## config.mk

```make
export PLATFORM = sky130hd
export DESIGN_NAME = board_glue_top
export DESIGN_NICKNAME = d
export VERILOG_FILES = /design/src/rtl/board_pkg.sv /design/src/rtl/host_bridge_ctrl.sv /design/src/rtl/fb_descriptor.sv /design/src/rtl/gravis_clock_gen.sv /design/src/rtl/activity_led.sv /design/src/rtl/board_glue_top.sv
export VERILOG_INCLUDE_DIRS = /design/src /design/src/rtl
export SDC_FILE = /design/constraint.sdc
export NUM_CORES = 1
export LEC_CHECK = 0
export BUFFER_PORTS_ARGS = -buffer_cell sky130_fd_sc_hd__buf_2
export CAP_MARGIN = 20
export CORE_UTILIZATION = 45
export CTS_CLUSTER_SIZE = 24
export DETAILED_ROUTE_END_ITERATION = 10
export PLACE_DENSITY = 0.81
export SLEW_MARGIN = 5
export SYNTH_ARGS = -nofsm -noshare
export SYNTH_HDL_FRONTEND = slang
export SYNTH_HIERARCHICAL = 1
export SYNTH_SLANG_ARGS = --single-unit
```

## constraint.sdc

```tcl
create_clock -name clk_sys -period 4.4 [get_ports clk_sys]
set_clock_uncertainty 0.2 [all_clocks]
set_input_delay 0.22 -clock clk_sys [delete_from_list [all_inputs] [get_ports clk_sys]]
set_output_delay 0.22 -clock clk_sys [all_outputs]
set_load 0.01 [all_outputs]
```

## src/rtl/board_cfg.svh

```systemverilog
// Width, rate table, framebuffer base and timing macros for the board glue
`ifndef BOARD_CFG_SVH
`define BOARD_CFG_SVH

// ========================================
// Bus widths
// ========================================
`define MGMT_ADDR_W 32
`define MGMT_DATA_W 32
`define GEOM_START_W 20

// ========================================
// Framebuffer
// ========================================
// Upper ten bits of the DDR framebuffer window
`define FB_BASE_PREFIX {4'h3, 6'b111110}
// Fixed line width for 24-bit modes
`define FB_FIXED_WIDTH 12'd640

// ========================================
// Joystick timing and CPU clock rates
// ========================================
`define GRAV_STEP 40000
`define RATE_0 90000000
`define RATE_1 100000000
`define RATE_2 15000000
`define RATE_3 30000000
`define RATE_4 56250000

// Disk LED hold, roughly 50 ms at 90 MHz
`define LED_HOLD_DEFAULT 4500000

`endif

```

## src/rtl/board_pkg.sv

```systemverilog
// Packed struct types shared by the board glue RTL and its testbench
`include "board_cfg.svh"

package board_pkg;

	// Host side, single-cycle strobes
	typedef struct packed {
		logic                    rd;
		logic                    wr;
		logic [`MGMT_ADDR_W-1:0] addr;
		logic [`MGMT_DATA_W-1:0] wdata;
	} host_req_t;

	// Management bus, master to slave
	typedef struct packed {
		logic                    read;
		logic                    write;
		logic [`MGMT_ADDR_W-1:0] address;
		logic [`MGMT_DATA_W-1:0] writedata;
	} mgmt_cmd_t;

	// Management bus, slave to master
	typedef struct packed {
		logic                    waitrequest;
		logic                    readdatavalid;
		logic [`MGMT_DATA_W-1:0] readdata;
	} mgmt_rsp_t;

	// Video core geometry and flags
	typedef struct packed {
		logic [`GEOM_START_W-1:0] start_addr;
		logic [8:0]               width;
		logic [8:0]               stride;
		logic [10:0]              height;
		logic [3:0]               flags;
		logic                     off;
	} vga_geom_t;

	// Framebuffer descriptor as seen by the scaler
	typedef struct packed {
		logic        en;
		logic [31:0] base;
		logic [11:0] width;
		logic [11:0] height;
		logic [13:0] stride;
		logic [4:0]  format;
		logic        force_blank;
	} fb_desc_t;

	typedef struct packed {
		logic [7:0]  addr;
		logic [17:0] data;
		logic        wr;
	} pal_raw_t;

	typedef struct packed {
		logic [7:0]  addr;
		logic [23:0] data;
		logic        wr;
	} pal_fb_t;

endpackage

```

## src/rtl/host_bridge_ctrl.sv

```systemverilog
// Host strobe to management bus bridge FSM with wait level and disk busy flags
`include "board_cfg.svh"

module host_bridge_ctrl (
	input  logic                    clk_sys,
	input  logic                    cpu_reset,
	input  board_pkg::host_req_t    host_req,
	input  logic                    disk_device,
	input  board_pkg::mgmt_rsp_t    mgmt_rsp,
	output board_pkg::mgmt_cmd_t    mgmt_cmd,
	output logic [`MGMT_DATA_W-1:0] host_rdata,
	output logic                    io_wait,
	output logic                    hdd_busy,
	output logic                    fdd_busy
);

	typedef enum logic [2:0] {
		ST_IDLE,
		ST_RD_ISSUE,
		ST_RD_WAIT,
		ST_WR_ISSUE,
		ST_WR_DONE
	} state_t;

	state_t                  state;
	logic                    cmd_rd;
	logic                    cmd_wr;
	logic [`MGMT_ADDR_W-1:0] cmd_addr;
	logic [`MGMT_DATA_W-1:0] cmd_wdata;

	// Address and data latched with the host strobe
	always_ff @(posedge clk_sys) begin
		if (host_req.rd || host_req.wr) begin
			cmd_addr  <= host_req.addr;
			cmd_wdata <= host_req.wdata;
		end
	end

	// ========================================
	// Transfer sequencing
	// ========================================
	always_ff @(posedge clk_sys) begin
		if (cpu_reset) begin
			state      <= ST_IDLE;
			io_wait    <= 1'b0;
			cmd_rd     <= 1'b0;
			cmd_wr     <= 1'b0;
			host_rdata <= '0;
		end else begin
			// Everything holds while the slave stalls
			if (!mgmt_rsp.waitrequest) begin
				cmd_rd <= 1'b0;
				cmd_wr <= 1'b0;
				case (state)
					ST_RD_ISSUE: begin
						cmd_rd <= 1'b1;
						state  <= ST_RD_WAIT;
					end
					ST_RD_WAIT: begin
						if (mgmt_rsp.readdatavalid) begin
							host_rdata <= mgmt_rsp.readdata;
							io_wait    <= 1'b0;
							state      <= ST_IDLE;
						end
					end
					ST_WR_ISSUE: begin
						cmd_wr <= 1'b1;
						state  <= ST_WR_DONE;
					end
					ST_WR_DONE: begin
						io_wait <= 1'b0;
						state   <= ST_IDLE;
					end
					default: state <= ST_IDLE;
				endcase
			end

			// New strobes restart the sequence, write has priority
			if (host_req.rd) begin
				io_wait <= 1'b1;
				state   <= ST_RD_ISSUE;
			end
			if (host_req.wr) begin
				io_wait <= 1'b1;
				state   <= ST_WR_ISSUE;
			end
		end
	end

	assign mgmt_cmd = '{read: cmd_rd, write: cmd_wr, address: cmd_addr, writedata: cmd_wdata};

	assign hdd_busy = io_wait & disk_device;
	assign fdd_busy = io_wait & ~disk_device;

	a_rd_wr_exclusive: assert property (@(posedge clk_sys) disable iff (cpu_reset)
		!(cmd_rd && cmd_wr));

endmodule

```

## src/rtl/fb_descriptor.sv

```systemverilog
// Registered framebuffer descriptor and 18 to 24 bit palette widening
`include "board_cfg.svh"

module fb_descriptor (
	input  logic                  clk_sys,
	input  logic                  cpu_reset,
	input  board_pkg::vga_geom_t  geom,
	input  logic                  rgb_order,
	input  logic                  fmt_565,
	input  board_pkg::pal_raw_t   pal_in,
	output board_pkg::fb_desc_t   fb,
	output board_pkg::pal_fb_t    pal_out
);

	board_pkg::fb_desc_t fb_next;
	logic [1:0]          mode;

	assign mode = geom.flags[1:0];

	// ========================================
	// Descriptor fields
	// ========================================
	always_comb begin
		fb_next.en   = (mode != 2'd0) && !geom.flags[2];
		fb_next.base = {`FB_BASE_PREFIX, geom.start_addr, 2'b00};

		// Bytes per line depend on pixel depth
		if (mode == 2'd3)
			fb_next.width = `FB_FIXED_WIDTH;
		else if (geom.flags[2])
			fb_next.width = {1'b0, geom.width, 2'b00};
		else
			fb_next.width = {geom.width, 3'b000};

		fb_next.stride = {2'b00, geom.stride, 3'b000};

		// Line doubling halves the visible height
		if (geom.flags[3])
			fb_next.height = {2'b00, geom.height[10:1]};
		else
			fb_next.height = {1'b0, geom.height};

		// 101 = 24bpp, 100 = 16bpp, 011 = 8bpp palette
		case (mode)
			2'd3:    fb_next.format[2:0] = 3'b101;
			2'd2:    fb_next.format[2:0] = 3'b100;
			default: fb_next.format[2:0] = 3'b011;
		endcase
		fb_next.format[4:3] = {~rgb_order, ~fmt_565};

		fb_next.force_blank = geom.off;
	end

	always_ff @(posedge clk_sys) begin
		fb <= fb_next;
		if (cpu_reset) begin
			fb.en          <= 1'b0;
			fb.force_blank <= 1'b0;
		end
	end

	// Each 6-bit channel gets its top two bits repeated below it
	assign pal_out = '{
		addr: pal_in.addr,
		data: {pal_in.data[17:12], pal_in.data[17:16],
		       pal_in.data[11:6], pal_in.data[11:10],
		       pal_in.data[5:0], pal_in.data[5:4]},
		wr:   pal_in.wr
	};

	a_en_flag2_clear: assert property (@(posedge clk_sys) disable iff (cpu_reset)
		fb.en |-> !$past(geom.flags[2]));

endmodule

```

## src/rtl/gravis_clock_gen.sv

```systemverilog
// Rate table lookup and phase accumulator for the joystick timing clock
`include "board_cfg.svh"

module gravis_clock_gen #(
	parameter int STEP = `GRAV_STEP
) (
	input  logic       clk_sys,
	input  logic       cpu_reset,
	input  logic [2:0] speed_sel,
	output logic       grav_clk
);

	logic [31:0] rate;
	logic [31:0] acc;
	logic [31:0] sum;

	// Codes past the table fall back to the default speed
	always_comb begin
		case (speed_sel)
			3'd1:    rate = 32'(`RATE_1);
			3'd2:    rate = 32'(`RATE_2);
			3'd3:    rate = 32'(`RATE_3);
			3'd4:    rate = 32'(`RATE_4);
			default: rate = 32'(`RATE_0);
		endcase
	end

	assign sum = acc + 32'(STEP);

	always_ff @(posedge clk_sys) begin
		if (cpu_reset) begin
			acc      <= '0;
			grav_clk <= 1'b0;
		end else if (sum >= rate) begin
			// A drop to a slower rate can leave sum far above it
			acc      <= (sum >= (rate << 1)) ? '0 : sum - rate;
			grav_clk <= ~grav_clk;
		end else begin
			acc <= sum;
		end
	end

	a_acc_below_rate: assert property (@(posedge clk_sys) disable iff (cpu_reset)
		acc < $past(rate));

endmodule

```

## src/rtl/activity_led.sv

```systemverilog
// Retriggerable pulse stretcher driving one disk activity LED
`include "board_cfg.svh"

module activity_led #(
	parameter int HOLD_CYCLES = `LED_HOLD_DEFAULT
) (
	input  logic clk_sys,
	input  logic cpu_reset,
	input  logic trigger,
	output logic led
);

	localparam int CNT_W = $clog2(HOLD_CYCLES + 1);

	logic [CNT_W-1:0] count;

	// Every trigger cycle restarts the full hold
	always_ff @(posedge clk_sys) begin
		if (cpu_reset) begin
			count <= '0;
		end else if (trigger) begin
			count <= CNT_W'(HOLD_CYCLES);
		end else if (count != '0) begin
			count <= count - 1'b1;
		end
	end

	assign led = (count != '0);

endmodule

```

## src/rtl/board_glue_top.sv

```systemverilog
// Board glue top level with host bridge, framebuffer descriptor, joystick clock and LEDs
`include "board_cfg.svh"

module board_glue_top #(
	parameter int LED_HOLD = `LED_HOLD_DEFAULT
) (
	input  logic                    clk_sys,
	input  logic                    cpu_reset,
	input  board_pkg::host_req_t    host_req,
	input  logic                    disk_device,
	input  board_pkg::mgmt_rsp_t    mgmt_rsp,
	input  board_pkg::vga_geom_t    geom,
	input  logic                    rgb_order,
	input  logic                    fmt_565,
	input  board_pkg::pal_raw_t     pal_in,
	input  logic [2:0]              speed_sel,
	output board_pkg::mgmt_cmd_t    mgmt_cmd,
	output logic [`MGMT_DATA_W-1:0] host_rdata,
	output logic                    io_wait,
	output board_pkg::fb_desc_t     fb,
	output board_pkg::pal_fb_t      pal_out,
	output logic                    grav_clk,
	output logic                    led_hdd,
	output logic                    led_fdd
);

	logic hdd_busy;
	logic fdd_busy;

	// ========================================
	// Control
	// ========================================
	host_bridge_ctrl bridge (
		.clk_sys     (clk_sys),
		.cpu_reset   (cpu_reset),
		.host_req    (host_req),
		.disk_device (disk_device),
		.mgmt_rsp    (mgmt_rsp),
		.mgmt_cmd    (mgmt_cmd),
		.host_rdata  (host_rdata),
		.io_wait     (io_wait),
		.hdd_busy    (hdd_busy),
		.fdd_busy    (fdd_busy)
	);

	// ========================================
	// Datapath
	// ========================================
	fb_descriptor fb_desc (
		.clk_sys   (clk_sys),
		.cpu_reset (cpu_reset),
		.geom      (geom),
		.rgb_order (rgb_order),
		.fmt_565   (fmt_565),
		.pal_in    (pal_in),
		.fb        (fb),
		.pal_out   (pal_out)
	);

	gravis_clock_gen grav_clk_gen (
		.clk_sys   (clk_sys),
		.cpu_reset (cpu_reset),
		.speed_sel (speed_sel),
		.grav_clk  (grav_clk)
	);

	activity_led #(.HOLD_CYCLES(LED_HOLD)) hdd_led (
		.clk_sys   (clk_sys),
		.cpu_reset (cpu_reset),
		.trigger   (hdd_busy),
		.led       (led_hdd)
	);

	activity_led #(.HOLD_CYCLES(LED_HOLD)) fdd_led (
		.clk_sys   (clk_sys),
		.cpu_reset (cpu_reset),
		.trigger   (fdd_busy),
		.led       (led_fdd)
	);

endmodule

```

==> results.yml, run 1 <==
place:
  dpl.hpwl_um: 21900
  placed_area_um2: 12900
  portBuffers: 320
  place_inst: 1678
  gp_congestion: 0.944
  dp_slack_ps: 198
global_routing:
  overflow: 0
  grtUsageTotal_pct: 25.4
  grt_pass1_vias: 10331
  antenna_found_initial: 0
  grt_max_degree: 54
  grt_pass1_wl_um: 52700
clock_network:
  cts_buffers: 26
  insertion_delay_ps: 510
  tritoncts: "built"
  htree_levels: 1
  clock-sinks: 234
  cts_buffer_depth: 3
  clkTransAtPathRegs_ps: 60
  root_buffer: "clkbuf_16"
setup_path:
  crit_type: "flop to flop"
  path_max_fanout: 15
  ff2ff_setup_slack_ps: 210
  cp_data_required_time_ps: 4570
  end_kind: "flop"
  cp-start-kind: "flop"
  worstPathArrival_ps: 4370
floorplan:
  io_pins: 401
  start_util_pct: 46.2
  dieArea_um2: 25800
  core_area_um2: 24500
  num_rows: 57
  die-height_um: 160
  die_w_um: 160
synthesis:
  synth_top_cell_by_area: "dfxtp_1"
  synth_edf_count: 64
  synth_top_area_share_pct: 30.1
  ys_seq_elements: 234
  async_reset_ff_share_pct: 0
  ys_seq_area_share_pct: 47.1
  ys_types: 94
  syn_area_um2: 11300
  synth_warnings: 6
  ys.flop_type: "dfxtp_1"
  synth_area_per_cell_um2: 10.4
  postSynthCellCount: 1091
  synthTopCellsByArea: "dfxtp_1 (30%), edfxtp_1 (17%), mux2i_1 (4.4%)"
timing:
  tightest_slew_ps: 1080
  period_needed_ps: 4190
  whs_ps: 133
  fmax_mhz: 238
  finalHoldViolCount: 0
  period_share_pct: 95.3
  slew_headroom_pct: 28.2
  drv_slew: 0
  setup_tns_ps: 0
  setup_viol: 0
  fin_ws_ps: 206
finish:
  utilization_pct: 63.8
  mostFrequentLayoutCell: "buf_2"
  finish.instance_area_um2: 15600
  fin_nets: 1794
  layout_common_cells: "buf_2 (320), dlygate4sd3_1 (181), dfxtp_1 (170)"
  syn2layout_area_growth_pct: 38.1
  stdcell_count: 1910
  final_layout_size_suffix_gt1_share_pct: 28.0
  n_antenna_cell: 0
pwr:
  ir_drop_mv: 0.363
  power_mw: 8.84
  leakagePower_nw: 6.80
  power.density_nw_per_um2: 566
route:
  routed.top_layer: "met4"
  route.met3.wl_um: 2030
  viasPerCell: 5.29
  first_pass_iters: 6
  via_count: 10097
  wl_per_cell_um: 17.5
  wl_met1_um: 13700
  antenna_left: 0
  first_iter_violations: 841
  wl_um: 33400
  wl_met2_um: 16700
  drc: 0
min_path:
  worst_hold_path_type: "input pin to flop"
run_status:
  outcome: "finished, final reports clean"
run:
  drv_cap: 0
## worst paths after layout
path,from,to,depth (start not counted)
worst max-delay path,grav_clk_gen/acc[7],grav_clk_gen/acc[12],16
worst min-delay path,geom[49],fb_desc/fb[61],2
worst max register to register,grav_clk_gen/acc[7],grav_clk_gen/acc[12],16
worst min register to register,bridge/host_rdata[22],bridge/host_rdata[22],2
## power by group
group | internal [mW] | switching (mW) | total [mW]
Clock | 1.33 | 0.858 | 2.19
Combinational | 1.60 | 2.13 | 3.73
Sequential | 2.57 | 0.350 | 2.92
## worst max-delay path: stages, from the launching register on
cell	delay [ps]
dfxtp_1	420
ha_1	260
nand3_1	190
a211oi_2	360
buf_4	160
buf_4	130
nand4_1	120
xnor2_1	180
ha_1	430
nand2_1	120
nor4_1	270
and4bb_2	250
a211o_1	180
a41o_1	300
buf_4	240
a2bb2oi_1	170
o22ai_1	90
## synth_stat cells (15+ instances only)
| cell | n |
|---|---|
| dfxtp_1 | 170 |
| nand2b_1 | 74 |
| nand2_1 | 65 |
| edfxtp_1 | 64 |
| nor2_1 | 58 |
| buf_4 | 56 |
| a21oi_1 | 52 |
| mux2i_1 | 50 |
| ha_1 | 39 |
| inv_1 | 33 |
| nand3_1 | 33 |
| xnor2_1 | 33 |
| o21ai_0 | 24 |
| or4_1 | 23 |
| or3_1 | 22 |
| clkbuf_1 | 21 |
| nor3_1 | 20 |
| nor4_1 | 15 |
## flip-flops by register name, indices dropped and copies added (netlist names)
name                   cells
fb_desc/fb                57
bridge/cmd_addr           32
bridge/cmd_wdata          32
bridge/host_rdata         32
grav_clk_gen/acc          28
fdd_led/count             23
hdd_led/count             23
bridge/state               3
bridge/cmd_rd              1
bridge/cmd_wr              1
bridge/io_wait             1
grav_clk_gen/grav_clk      1
## cells by family (layout without fill, tap and decap cells)
kind of cell	after synthesis	count (layout)	share of synthesized area [%]
compound gates	189	189	11.7
xor+xnor	46	46	3.80
fa+ha+maj	39	39	4.32
buf+inv	129	606	7.02
flops	234	234	47.1
mux	61	61	5.82
other cells	2	20	0.0664
simple gates	391	391	20.2
## layout make-up
type | instances | area, um2
fillers | 1889 | 8850
flip-flops and latches | 234 | 5330
multi-input cells | 746 | 5290
repair buffers | 523 | 3580
clock buffers | 39 | 773
well taps | 324 | 405
inverters | 35 | 131
clock inverters | 9 | 104
## layer usage
layer  GRT usage, %  vias up
li1               -     4842
met1           30.7     4794
met2           45.2      370
met3           4.60       91
met4           8.53        0
met5              0        -
## repair_timing
action / CTS / global route
hold buffers: 181 / 0
resized for setup: 0 / 6
endpoints found under the setup margin: 0 / 24
endpoints found under the hold margin: 160 / 0
buffers inserted: 0 / 3
No activity file was read; power rests on OpenSTA's default activity.
==> run 2: changes to the inputs <==
- BUFFER_PORTS_ARGS: -buffer_cell sky130_fd_sc_hd__buf_2 -> unset
- DONT_BUFFER_PORTS: unset -> 1
- PLACE_DENSITY: 0.81 -> 0.68
==> results.yml, run 2 (synthesized netlist as in run 1, its figures left out) <==
pwr:
  ir_drop_mv: 0.292
  power_mw: 8.56
  p_clk_share_pct: 24.0
  power.density_nw_per_um2: 617
  cellInternalPower_mw: 5.23
  leakagePower_nw: 5.40
  power_switching_mw: 3.33
  pwr-share-comb_pct: 41.0
  switching_share_pct: 38.9
  p_seq_share_pct: 35.0
run:
  drv_cap: 0
floorplan:
  start_util_pct: 46.2
  num_rows: 57
  io_pins: 401
  die_w_um: 160
  core_area_um2: 24500
  die-height_um: 160
  dieArea_um2: 25800
timing:
  fmax_mhz: 242
  slew_headroom_pct: 45.8
  period_share_pct: 93.9
  whs_ps: 44.8
  setup_viol: 0
  drv_slew: 0
  period_needed_ps: 4130
  fin_ws_ps: 268
  finalHoldViolCount: 0
  tightest_slew_ps: 813
route:
  wl_um: 32400
  first_iter_violations: 767
  wl_per_cell_um: 20.4
  antenna_left: 0
  viasPerCell: 5.59
  first_pass_iters: 5
  via_count: 8850
  drc: 0
setup_path:
  worst-path-buf-inv: 1
  critPathLaunch: "grav_clk_gen/acc[7]"
  crit_chain: "ha_2 > nand3_1 > a211oi_2 > nand2_1 > xnor2_2 > ha_2 > a21o_1 > a21oi_2 > nand2_1 > o31ai_2 > nor3_2 > a211o_1 > a41oi_4 > buf_4 > nand2_1 > a21oi_1"
  worstPathArrival_ps: 4380
  slowest_delay_ps: 420
  end_kind: "flop"
  crit_top_cell: "nand2_1"
  cp-start-kind: "flop"
  cp_data_required_time_ps: 4640
  crit_type: "flop to flop"
  crit_family: "compound AO/OA/AOI/OAI gates"
  path_max_fanout: 10
  r2r_start: "grav_clk_gen/acc[7]"
  slowest_stage: "dfxtp_1"
global_routing:
  grt_max_degree: 124
  grtUsageTotal_pct: 24.1
  overflow: 0
  grt_pass1_vias: 8687
  grt_pass1_wl_um: 49000
  antenna_found_initial: 3
clock_network:
  insertion_delay_ps: 530
  cts_buffer_depth: 3
  htree_levels: 1
  tritoncts: "built"
  root_buffer: "clkbuf_16"
  cts_buffers: 26
  clkTransAtPathRegs_ps: 60
  clock-sinks: 234
finish:
  utilization_pct: 56.8
  mostFrequentLayoutCell: "dlygate4sd3_1"
  top_register: "fb_desc/fb"
  fillCellCount: 2057
  syn2layout_area_growth_pct: 22.8
  finish.instance_area_um2: 13900
  largest_register_ffs: 57
  layout_common_cells: "dlygate4sd3_1 (171), dfxtp_1 (170), nand2b_1 (74)"
  final_layout_size_suffix_gt1_share_pct: 9.95
  fin_nets: 1464
place:
  placed_area_um2: 11300
  portBuffers: 0
  dp_slack_ps: 210
  gp_congestion: 0.928
  dpl.hpwl_um: 22400
min_path:
  min_from: "geom[22]"
  worst_hold_path_type: "input pin to flop"
run_status:
  outcome: "finished, final reports clean"
==> run 2: final timing paths <==
path / to / depth (start not counted) / slack (ps)
max: grav_clk_gen/acc[8] / 16 / 270
min: fb_desc/fb[15] / 1 / 40
max reg2reg: grav_clk_gen/acc[8] / 16 / 270
min reg2reg: grav_clk_gen/acc[4] / 2 / 270
==> run 2: power groups by stage <==
stage	registers, mW	logic (mW)	clock network (mW)
after floorplan	2.91	2.70	0
after global placement	3.02	3.20	0
after detailed placement	3.03	3.25	0
after CTS	2.99	3.43	2.10
after global routing	3.04	3.87	2.19
final	3.00	3.51	2.06
==> run 2: cell type report <==
class / instances / area, um2 / area share, %
sequential: 234 / 5330 / 38.4
multi-input combinational: 746 / 5290 / 38.1
timing repair buffer: 193 / 1920 / 13.8
clock buffer: 34 / 682 / 4.91
antenna: 3 / 7.51 / 0.0541
inverter: 35 / 131 / 0.946
tap: 324 / 405 / 2.92
clock inverter: 14 / 123 / 0.883
==> run 2: per-stage QoR <==
stage | TNS [ps] | cells
detailed placement | 0 | 1357
floorplan | 0 | 1109
global placement | 0 | 1357
CTS | 0 | 1577
finish | 0 | 1583
global route | -3.22 | 1583
==> run 2: metal layers <==
metal / track usage, % / vias to the layer above / wire length (um)
li1: - / 4185 / -
met1: 30.6 / 4229 / 13200
met2: 39.8 / 343 / 15500
met3: 5.58 / 93 / 2560
met4: 9.09 / 0 / 1130
met5: 0 / - / 0
==> run 2: repair_timing <==
action | in CTS | in global routing
buffers inserted | 0 | 2
hold buffers | 172 | 0
endpoints found under the hold margin | 233 | 0
setup endpoints to repair | 0 | 26
resized for setup | 0 | 9
==> run 2: worst register-to-register path: cells and delay by family (launching register included) <==
family	cells	cell delay [ps]
buffers and inverters	1	240
adder cells (fa/ha/maj)	2	610
XOR/XNOR	1	200
flip-flops	1	420
AO/OA/AOI/OAI	7	1810
AND/OR/NAND/NOR	5	570
==> run 3: changes to the inputs <==
- CORE_AREA: unset -> 2 2 156 158
- CORE_UTILIZATION: 45 -> unset
- DIE_AREA: unset -> 0 0 158 160
- PLACE_DENSITY: 0.68 -> 0.73
- clock period: 4.4 -> 3.8 ns (I/O delays scaled with it)
==> results.yml, run 3 (synthesized netlist as in run 1, its figures left out) <==
global_routing:
  grt_max_degree: 124
  grt_pass1_vias: 8868
  antenna_found_initial: 0
  overflow: 0
  grtUsageTotal_pct: 23.7
  grt_pass1_wl_um: 47800
setup_path:
  crit_family: "compound AO/OA/AOI/OAI gates"
  r2r_start: "grav_clk_gen/acc[17]"
  path_max_fanout: 7
  critPathLaunch: "grav_clk_gen/acc[17]"
  crit_chain: "and4_1 > nand3_1 > a211oi_2 > xnor2_1 > clkinv_1 > ha_1 > a2111oi_4 > o21ai_1 > a211o_1 > a21oi_2 > o31a_1 > buf_6 > a21oi_1 > o32ai_2"
  end_kind: "flop"
  slowest_stage: "dfxtp_1"
  cp_data_required_time_ps: 4040
  slowest_delay_ps: 500
  worstPathArrival_ps: 4030
  worst-path-buf-inv: 2
  cp-start-kind: "flop"
  crit_type: "flop to flop"
finish:
  n_antenna_cell: 0
  top_register: "fb_desc/fb"
  largest_register_ffs: 57
  final_layout_size_suffix_gt1_share_pct: 17.6
  stdcell_count: 1645
  syn2layout_area_growth_pct: 31.2
  mostFrequentLayoutCell: "dlygate4sd3_1"
  layout_common_cells: "dlygate4sd3_1 (189), dfxtp_1 (161), nand2b_1 (74)"
  utilization_pct: 62.2
  fin_nets: 1531
timing:
  drv_slew: 0
  fmax_mhz: 264
  whs_ps: 16.0
  finalHoldViolCount: 0
  rsz0062_at_grt: "true"
  tightest_slew_ps: 804
  slew_headroom_pct: 46.3
  setup_viol: 0
  period_share_pct: 99.7
  period_needed_ps: 3790
floorplan:
  num_rows: 57
  start_util_pct: 47.5
  die_w_um: 158
  core_area_um2: 23800
  die-height_um: 160
  dieArea_um2: 25300
  io_pins: 401
route:
  wl_met1_um: 12100
  wl_per_cell_um: 19.9
  first_pass_iters: 7
  viasPerCell: 5.60
  route.met3.wl_um: 3060
  drc: 0
  routed.top_layer: "met4"
  first_iter_violations: 618
  wl_met2_um: 16300
  antenna_left: 0
  via_count: 9218
  wl_um: 32800
pwr:
  pwr-share-comb_pct: 46.1
  leakagePower_nw: 5.79
  power.density_nw_per_um2: 723
  power_switching_mw: 4.19
  p_clk_share_pct: 21.2
  cellInternalPower_mw: 6.53
  p_seq_share_pct: 32.7
  ir_drop_mv: 0.383
  switching_share_pct: 39.1
clock_network:
  htree_levels: 1
  clock-sinks: 234
  cts_buffers: 25
  insertion_delay_ps: 530
  tritoncts: "built"
  clkTransAtPathRegs_ps: 70
  root_buffer: "clkbuf_16"
  cts_buffer_depth: 3
min_path:
  worst_hold_path_type: "input pin to flop"
  min_from: "geom[16]"
place:
  place_inst: 1390
  portBuffers: 0
  gp_congestion: 0.917
  dpl.hpwl_um: 20900
run:
  drv_cap: 0
run_status:
  outcome: "finished, final reports clean"
==> run 3: timing repair <==
item	CTS	global route
pin swaps	3	32
hold buffers	190	0
hold endpoints to repair	233	0
gates resized for setup	11	88
cloned	0	2
buffers inserted	3	16
endpoints found under the setup margin	27	29
==> run 3: power groups by stage <==
stage | Sequential (mW) | Clock, mW | Combinational [mW]
2_1_floorplan | 3.37 | 0 | 3.12
3_3_place_gp | 3.47 | 0 | 3.86
3_5_place_dp | 3.49 | 0 | 3.94
4_1_cts | 3.44 | 2.30 | 4.21
5_1_grt | 3.56 | 2.42 | 5.37
6_report | 3.51 | 2.28 | 4.94
==> run 3: per-stage QoR <==
| stage | setup TNS [ps] | area [um2] | worst slack [ps] | total power [mW] |
|---|---|---|---|---|
| 6_report | 0 | 14800 | 10.4 | 10.7 |
| 3_3_place_gp | -19.7 | 11500 | -9.93 | 7.33 |
| 4_1_cts | 0 | 14300 | 29.9 | 9.95 |
| 3_5_place_dp | -952 | 11500 | -175 | 7.43 |
| 2_1_floorplan | 0 | 11400 | 88.0 | 6.50 |
| 5_1_grt | -1200 | 14800 | -97.9 | 11.3 |
==> run 3: path summary, 6_finish.rpt <==
check / end / slack, ps / cells after the start
setup / recovery: grav_clk_gen/acc[24] / 10 / 14
hold / removal: fb_desc/fb[9] / 20 / 1
setup reg to reg: grav_clk_gen/acc[24] / 10 / 14
hold reg to reg: grav_clk_gen/acc[5] / 270 / 2
==> run 3: cell type report <==
cell class                      instances  area, um2
Multi-Input combinational cell        746       5680
Tap cell                              324        405
Timing Repair Buffer                  261       2510
Sequential cell                       234       5350
Inverter                               35        131
Fill cell                            1882       8990
Clock buffer                           34        673
Clock inverter                         11       85.1
==> run 3: metal layers <==
layer	global-route usage [%]	vias to the layer above
met4	8.85	0
li1	-	4307
met5	0	-
met2	41.9	446
met3	7.14	97
met1	26.7	4368
